File: src/source/rcn_pkg.sv
/* Ring packet layout and address map for a single-master ring of RAM nodes.
   Word addresses only; every node window is RAM_STRIDE words wide. */
package rcn_pkg;

    localparam int ADDR_W = 22;
    localparam int DATA_W = 32;

    // one ring slot, 69 bits wide, moves one hop per clock.
    typedef struct packed {
        logic              valid;  // slot occupied.
        logic              req;    // request when set, response when clear.
        logic [5:0]        id;     // issuing master.
        logic              wr;     // write access.
        logic [3:0]        mask;   // byte enables.
        logic [1:0]        seq;    // tag from the master.
        logic [ADDR_W-1:0] addr;   // word address.
        logic [DATA_W-1:0] data;   // write data or read result.
    } rcn_pkt_t;

    localparam logic [5:0] MASTER_ID = 6'd0;

    localparam int NUM_RAMS = 4;

    // words per node is 2**RAM_ADDR_BITS.
    localparam int RAM_ADDR_BITS = 8;

    // node 0 sits here, the rest follow at RAM_STRIDE spacing.
    localparam logic [ADDR_W-1:0] RAM_BASE = 22'h001000;
    localparam logic [ADDR_W-1:0] RAM_STRIDE = ADDR_W'(1) << RAM_ADDR_BITS;

    // master out reg, one reg per node, master in reg, then done reg.
    localparam int RING_LATENCY = NUM_RAMS + 2;

    localparam int MAX_INFLIGHT = 4;

endpackage
File: src/source/rcn_master.sv
/* Sole master of the ring. Holds at most MAX_INFLIGHT requests; cs must be held
   while busy is high. Done pulses come back in issue order. */
module rcn_master (
    input  logic                        clk,
    input  logic                        rst,

    input  logic                        cs,
    input  logic                        wr,
    input  logic [rcn_pkg::ADDR_W-1:0]  addr,
    input  logic [3:0]                  mask,
    input  logic [rcn_pkg::DATA_W-1:0]  wdata,
    output logic                        busy,

    output logic                        done,
    output logic [rcn_pkg::DATA_W-1:0]  rdata,
    output logic [1:0]                  seq,
    output logic                        err,

    input  rcn_pkg::rcn_pkt_t           rcn_in,
    output rcn_pkg::rcn_pkt_t           rcn_out
);
    import rcn_pkg::*;

    localparam int CNT_W = $clog2(MAX_INFLIGHT + 1);

    rcn_pkt_t          in_q;
    rcn_pkt_t          req_pkt;
    rcn_pkt_t          out_d;
    logic [CNT_W-1:0]  inflight;
    logic [1:0]        tag;
    logic              mine;
    logic              foreign;
    logic              accept;

    // returning slot is registered before the master looks at it.
    always_ff @(posedge clk) begin
        if (rst) begin
            in_q <= '0;
        end else begin
            in_q <= rcn_in;
        end
    end

    assign mine    = in_q.valid && (in_q.id == MASTER_ID);
    assign foreign = in_q.valid && (in_q.id != MASTER_ID);

    // a foreign packet owns the outgoing slot this cycle.
    assign busy   = (inflight == CNT_W'(MAX_INFLIGHT)) || foreign;
    assign accept = cs && !busy;

    always_comb begin
        req_pkt       = '0;
        req_pkt.valid = 1'b1;
        req_pkt.req   = 1'b1;
        req_pkt.id    = MASTER_ID;
        req_pkt.wr    = wr;
        req_pkt.mask  = mask;
        req_pkt.seq   = tag;
        req_pkt.addr  = addr;
        req_pkt.data  = wr ? wdata : '0;  // reads carry no payload.
    end

    always_comb begin
        if (accept) begin
            out_d = req_pkt;
        end else if (foreign) begin
            out_d = in_q;
        end else begin
            out_d = '0;  // own packets are consumed, slot goes empty.
        end
    end

    always_ff @(posedge clk) begin
        if (rst) begin
            rcn_out <= '0;
        end else begin
            rcn_out <= out_d;
        end
    end

    always_ff @(posedge clk) begin
        if (rst) begin
            inflight <= '0;
            tag      <= '0;
        end else begin
            case ({accept, mine})
                2'b10:   inflight <= inflight + 1'b1;
                2'b01:   inflight <= inflight - 1'b1;
                default: inflight <= inflight;  // both or neither.
            endcase
            if (accept) begin
                tag <= tag + 1'b1;  // wraps modulo 4.
            end
        end
    end

    always_ff @(posedge clk) begin
        if (rst) begin
            done <= 1'b0;
            err  <= 1'b0;
        end else begin
            done <= mine;
            err  <= mine && in_q.req;  // still a request, so nobody claimed it.
        end
    end

    always_ff @(posedge clk) begin
        if (mine) begin
            rdata <= in_q.req ? '0 : in_q.data;
            seq   <= in_q.seq;
        end
    end

    a_inflight_max: assert property (
        @(posedge clk) disable iff (rst)
        inflight <= CNT_W'(MAX_INFLIGHT)
    );

    // every consumed packet was issued earlier and is still counted.
    a_inflight_underflow: assert property (
        @(posedge clk) disable iff (rst)
        mine |-> (inflight != '0)
    );

endmodule

File: config.mk
export PLATFORM = sky130hd
export DESIGN_NAME = rcn_master
export DESIGN_NICKNAME = d
export VERILOG_FILES = /design/src/source/rcn_pkg.sv /design/src/source/rcn_master.sv
export SDC_FILE = /design/constraint.sdc
export NUM_CORES = 1
export LEC_CHECK = 0
export ABC_AREA = 1
export BUFFER_PORTS_ARGS = -buffer_cell sky130_fd_sc_hd__buf_2
export CORE_MARGIN = 2
export CORE_UTILIZATION = 38
export CTS_BUF_LIST = sky130_fd_sc_hd__clkbuf_8 sky130_fd_sc_hd__clkbuf_16
export CTS_CLUSTER_DIAMETER = 60
export CTS_CLUSTER_SIZE = 24
export DETAILED_ROUTE_END_ITERATION = 10
export HOLD_SLACK_MARGIN = 0.03
export PLACE_DENSITY = 0.63
export SLEW_MARGIN = 20
export SYNTH_ARGS = -nofsm -noshare
export SYNTH_HDL_FRONTEND = slang
export SYNTH_SLANG_ARGS = --single-unit
File: constraint.sdc
create_clock -name clk -period 4.6 [get_ports clk]
set_clock_uncertainty 0.05 [all_clocks]
set_input_delay 0.69 -clock clk [delete_from_list [all_inputs] [get_ports clk]]
set_output_delay 0.69 -clock clk [all_outputs]
set_load 0.1 [all_outputs]
---- Word-level counts from Yosys, hierarchy flattened ----
Index checks and enable logic that the tools add are counted.
operators by class
  bitwise operators ....................... 1
  reductions and logical operators ........ 10
  equal/unequal tests ..................... 3
  $add $sub $neg .......................... 3
  mux-type cells .......................... 4
operators with widths
  kind                                               number
  2-to-1 mux 69 bit                                  2
  2-to-1 mux 32 bit                                  1
  zero test 6 bit                                    1
  one-hot mux 3 bit (2 select lines)                 1
  nonzero test 6 bit                                 1
  logical AND 1 bit                                  4
  adder 3 x 1 -> 3 bit (second input constant)       1
  == test 3 bit (second input constant)              1
  OR reduction 3 bit                                 1
  subtractor 3 x 1 -> 3 bit (second input constant)  1
  adder 2 x 1 -> 2 bit (second input constant)       1
  == test 2 x 1 -> 1 bit (second input constant)     1
  == test 2 bit (second input constant)              1
  nonzero test 2 bit                                 1
  zero test 1 bit                                    1
  logical OR 1 bit                                   1
  NOT 1 bit                                          1
word-level totals
  word-level logic and storage cells ...... 43
  output and inout port bits .............. 106
  input bits .............................. 131
  bits in registers ....................... 179

---- Logic depth before layout (Yosys ltp) ----
  depth after elaboration ................. 7
  mapped depth ............................ 11
  mapped depth without buffers ............ 10

---- Worst setup path before layout ----
No wires, ideal clock.
  path type ............................... reg-to-reg
  start point ............................. register in_q[62] in the netlist's numbering
  end point ............................... register inflight[1]
  buffers on the path ..................... 0
  cell stages (with the launch flop) ...... 8
  data required time ...................... 4.434 ns
  slack ................................... 1.346 ns
  period minus slack after synthesis ...... 3.254 ns
  library setup time ...................... 0.116 ns
  arrival time ............................ 3.088 ns
  cell sequence ........................... dfxtp_1 nor2_1 nand3_2 nor2_1 ha_1 fa_1 o21ai_0 nor2_1
between the ends
  elaborated cells on any way between the ends .. 11
  those cells by class .................... eq/ne: 2; mux: 1; reduce/logical: 8
RTL lines
  item                                                                             RTL line          text
  start: declaration                                                               rcn_master.sv:26  rcn_pkt_t in_q;
  start signal: assignment                                                         rcn_master.sv:40  in_q <= rcn_in;
  zero test 6 bit (*)                                                              rcn_master.sv:44  assign mine = in_q.valid && (in_q.id == MASTER_ID);
  logical AND 1 bit (*)                                                            rcn_master.sv:44
  net mine                                                                         rcn_master.sv:31  logic mine;
  == test 2 x 1 -> 1 bit / == test 2 bit (equally long branches)                   rcn_master.sv:86  case ({accept, mine})
  one-hot mux 3 bit (2 select lines) / nonzero test 2 bit (equally long branches)  --
  end signal: assignment                                                           rcn_master.sv:87  2'b10: inflight <= inflight + 1'b1;
  end signal: assignment                                                           rcn_master.sv:88  2'b01: inflight <= inflight - 1'b1;
  end signal: assignment                                                           rcn_master.sv:89  default: inflight <= inflight;
  end: declaration                                                                 rcn_master.sv:29  logic [CNT_W-1:0] inflight;
The timed path passes the listed nets; every way through them passes the cells marked *.
A chain may end at the register's enable or synchronous reset.

---- Worst setup path after layout ----
  start point ............................. register in_q[66] in the netlist's numbering
  end point ............................... register inflight[2]
between the ends
  longest elaborated chain between the ends .. 7
  elaborated cells on any way between the ends .. 11
  those cells by class .................... eq/ne: 2; mux: 1; reduce/logical: 8
RTL lines
  item                                                                             RTL line          text
  nonzero test 6 bit                                                               rcn_master.sv:45  assign foreign = in_q.valid && (in_q.id != MASTER_ID);
  logical AND 1 bit                                                                rcn_master.sv:45
  logical OR 1 bit                                                                 rcn_master.sv:48  assign busy = (inflight == CNT_W'(MAX_INFLIGHT)) || foreign;
  zero test 1 bit                                                                  rcn_master.sv:49  assign accept = cs && !busy;
  logical AND 1 bit                                                                rcn_master.sv:49
  == test 2 x 1 -> 1 bit / == test 2 bit (equally long branches)                   rcn_master.sv:86
  one-hot mux 3 bit (2 select lines) / nonzero test 2 bit (equally long branches)  --
Several ways; a longest one is shown, not always the timed one.

==> summary.txt <==
Pwr
  – Peak VDD IR: between 200 and 300 µV
  – Logic pwr share: between 10 and 15%
  – Sequential power share: a little under half
  – Sw Ratio: between 20% and 30%
  – Internal power: between 2 and 3 mW
  – Sw power: between 1 and 1.5 mW
  – P_leak: 3.82 nW
  – Clock Power Share: about two fifths
  – PwrDens: around 470 nW/µm²

Die
  – Initial Utilization: between 30% and 40%
  – Die width: 128 µm
  – Core ar.: approximately 15000 µm²
  – Num ports: between 200 and 250
  – Cell row count: 45
  – Die area: 16500 µm²
  – Die Height: between 100 and 150 µm

Cells and area
  – Layout overhead on the synthesized area: 32.0%
  – Core Util, Final: around half
  – Commonest non-fill, non-tap cell in the layout: buf_2
  – Fill count: ~1400
  – N_diodes: 0
  – Post-Layout Inst Area: roughly 7800 µm²
  – Non-Filler Instances: between 1000 and 1500
  – Layout cells sized above 1: between 30% and 40%
  – Final nets: approximately 980
  – Most frequent cells in the layout: buf_2 (236), dfxtp_1 (145), inv_1 (119)

Global route
  – M3 GR Usage: approximately 5.5%
  – Total GRT Usage: between 10% and 20%
  – First-pass GRT wire length: between 20000 and 25000 µm
  – Grt total ovfl: 0
  – Antenna violations before repair: 0
  – Largest net degree at the start of global routing: between 70 and 80
  – Met2 Usage GRT: roughly 30%
  – Met1 usage: between 20% and 30%
  – Top Usage Layer GRT: met2
  – Vias in the first global route: around 4500

Synth
  – Synth unique cells: 26
  – Post-synthesis sequential area ratio: between 60% and 70%
  – Syn Nets: 760
  – Post-Synthesis Cell Area: roughly 5900 µm²
  – XOR/XNOR Fraction of Synth Area: less than 1%
  – Largest family of logic cells by synthesized area: simple AND/OR/NAND/NOR gates
  – Yosys warns: 0
  – Multiplexer share of the synthesized area: 0%
  – Post-synthesis adder-cell area fraction: 0.553%
  – Syn_area_per_cell: approximately 9.4 µm²
  – Flip-flop and latch count after synthesis: approximately 180
  – Post-synthesis compound-gate area fraction: under 10%
  – Post-Synth Simple-Gate Area: around 16%
  – Mapped Cells: around 630

Worst setup path
  – CP max stage delay: 0.54 ns
  – CP Max Fanout: 60
  – WP data required: roughly 4.8 ns
  – Most common cell on crit path: nor2_1
  – Critical Path End Type: flip-flop
  – Setup CP Type: reg -> reg
  – Family with the most delay on the worst path: simple AND/OR/NAND/NOR gates
  – CP Cell Sequence: nor2_1 -> nand3_2 -> nand2_4 -> nand3_4 -> ha_1 -> fa_1 -> nor2_1 -> nor2_1 -> a21oi_1 -> nor3_1
  – Worst path bufs/invs: 0
  – CP max stage cell: nand3_4
  – Worst setup SP type: flip-flop
  – Worst Path Arrival: about 3.0 ns

Clock network
  – CTS tree: built
  – CTS root buffer: clkbuf_16
  – Clock buffer depth: 2
  – Reg clk slew, reported paths: about 0.060 ns
  – CTS Buf Count: 17
  – Htree depth: 4
  – Skew-Pair Late Insertion Delay: between 0.4 and 0.5 ns
  – CTS Hold Bufs: 0
  – CTS resizes: 0
  – Postcts setup bufs: 0
  – Clock Sinks: between 150 and 200

STA
  – Final setup vio count: 0
  – Setup TNS: 0 ns
  – Crit path time final: ~2.8 ns
  – Worst rel slew slack: 39.8%
  – Worst-Margin Slew: around 0.90 ns
  – Final setup margin: around 1.8 ns
  – Pins Over Slew Limit: 0
  – Final period util: about three fifths
  – Max Clk Rate: 358 MHz
  – RSZ-0062 raised after global routing: no
  – Fin. Hold Viols: 0

Placed design
  – Port bufs: 236
  – Placer Congestion: around 0.77
  – Post-DP HPWL: approximately 9800 µm
  – Placed instance area: around 7200 µm²
  – Setup WS pre-CTS: between 1.5 and 2 ns
  – Placed insts: between 1000 and 1500

Outcome
  – Status: completed

Job
  – Max-cap violations: 0

Detailed routing
  – Wire per inst: around 14 µm
  – Final WL: 14400 µm
  – DR vias/cell: between 4 and 5
  – DR vias: 4662
  – Post-DRT Antenna Nets: 0
  – DR pass1 iterations: 5
  – Drt first-iter violations: 228
  – Number of remaining DRC errors: 0

Worst hold path
  – Worst Hold Class: reg -> reg
## layer usage
| layer | up-vias | part of all wire (%) |
|---|---|---|
| met3 | 14 | 8.4 |
| li1 | 2374 | - |
| met1 | 2082 | 42 |
| met4 | 0 | 1.2 |
| met2 | 192 | 49 |
| met5 | - | 0 |
## worst min-delay path: stages (launching register included)
cell,delay (ns)
dfxtp_1,0.31
inv_1,0.05
nor2_1,0.03
## stage by stage
| stage | power (mW) | hold WS, ns |
|---|---|---|
| CTS | 3.69 | 0.379 |
| detailed placement | 2.25 | 0.368 |
| global placement | 2.25 | 0.358 |
| floorplan | 2.12 | 0.356 |
| global route | 3.80 | 0.395 |
| finish | 3.65 | 0.377 |
## state kept, by name, summed over array words and instances, names as in the netlist
signal and count:
done 1, err 1, in_q 69, inflight 3
rcn_out 69, rdata 32, seq 2, tag 2
## final timing paths
kind                       start                        to  slack, ns  cells past startpoint
max          in_q[66]$_SDFF_PP0_  inflight[2]$_SDFFE_PP0P_       1.81                     10
max reg2reg  in_q[66]$_SDFF_PP0_  inflight[2]$_SDFFE_PP0P_       1.81                     10
min reg2reg  in_q[63]$_SDFF_PP0_    rcn_out[63]$_SDFF_PP0_       0.38                      2
min          in_q[63]$_SDFF_PP0_    rcn_out[63]$_SDFF_PP0_       0.38                      2
## area by class of cell
class,instances,area [µm²],share of cell area (%)
timing repair buffer,240,1210,15.6
clock buffer,17,425,5.48
inverter,120,450,5.80
sequential,179,3920,50.5
tap,188,235,3.03
multi-input combinational,293,1350,17.4
clock inverter,15,166,2.14
## power by group through the flow
stage                     registers, mW  clock network [mW]  logic [mW]
final                              1.70                1.44       0.517
after global placement             1.73                   0       0.518
after detailed placement           1.73                   0       0.520
after floorplan                    1.99                   0       0.131
after global routing               1.70                1.55       0.551
after CTS                          1.70                1.47       0.522
## cells by family after synthesis
kind of cell    after synthesis
xor+xnor                      1
simple gates                224
flops                       179
buf+inv                     155
compound gates               66
fa+ha+maj                     2
## synth_stat cells
cell type / count / share of area, %
buf_1: 1 / 0.064
buf_6: 1 / 0.19
nand3_2: 2 / 0.34
nand3_4: 1 / 0.30
o22ai_1: 31 / 3.3
inv_1: 118 / 7.5
ha_1: 1 / 0.21
and3_1: 1 / 0.11
nand2_1: 59 / 3.8
inv_2: 2 / 0.13
nor4_1: 1 / 0.11
o21ai_0: 21 / 1.8
dfxtp_1: 145 / 49
nor2_1: 119 / 7.6
edfxtp_1: 34 / 17
buf_2: 9 / 0.77
a21oi_1: 2 / 0.17
nor3_1: 2 / 0.17
clkbuf_1: 20 / 1.3
fa_1: 1 / 0.34
nand3_1: 36 / 3.1
buf_4: 4 / 0.51
nand4_1: 2 / 0.21
nand2_4: 1 / 0.19
o21ai_1: 12 / 1.0
xor2_1: 1 / 0.15
No activity file was read; power rests on OpenSTA's default activity.
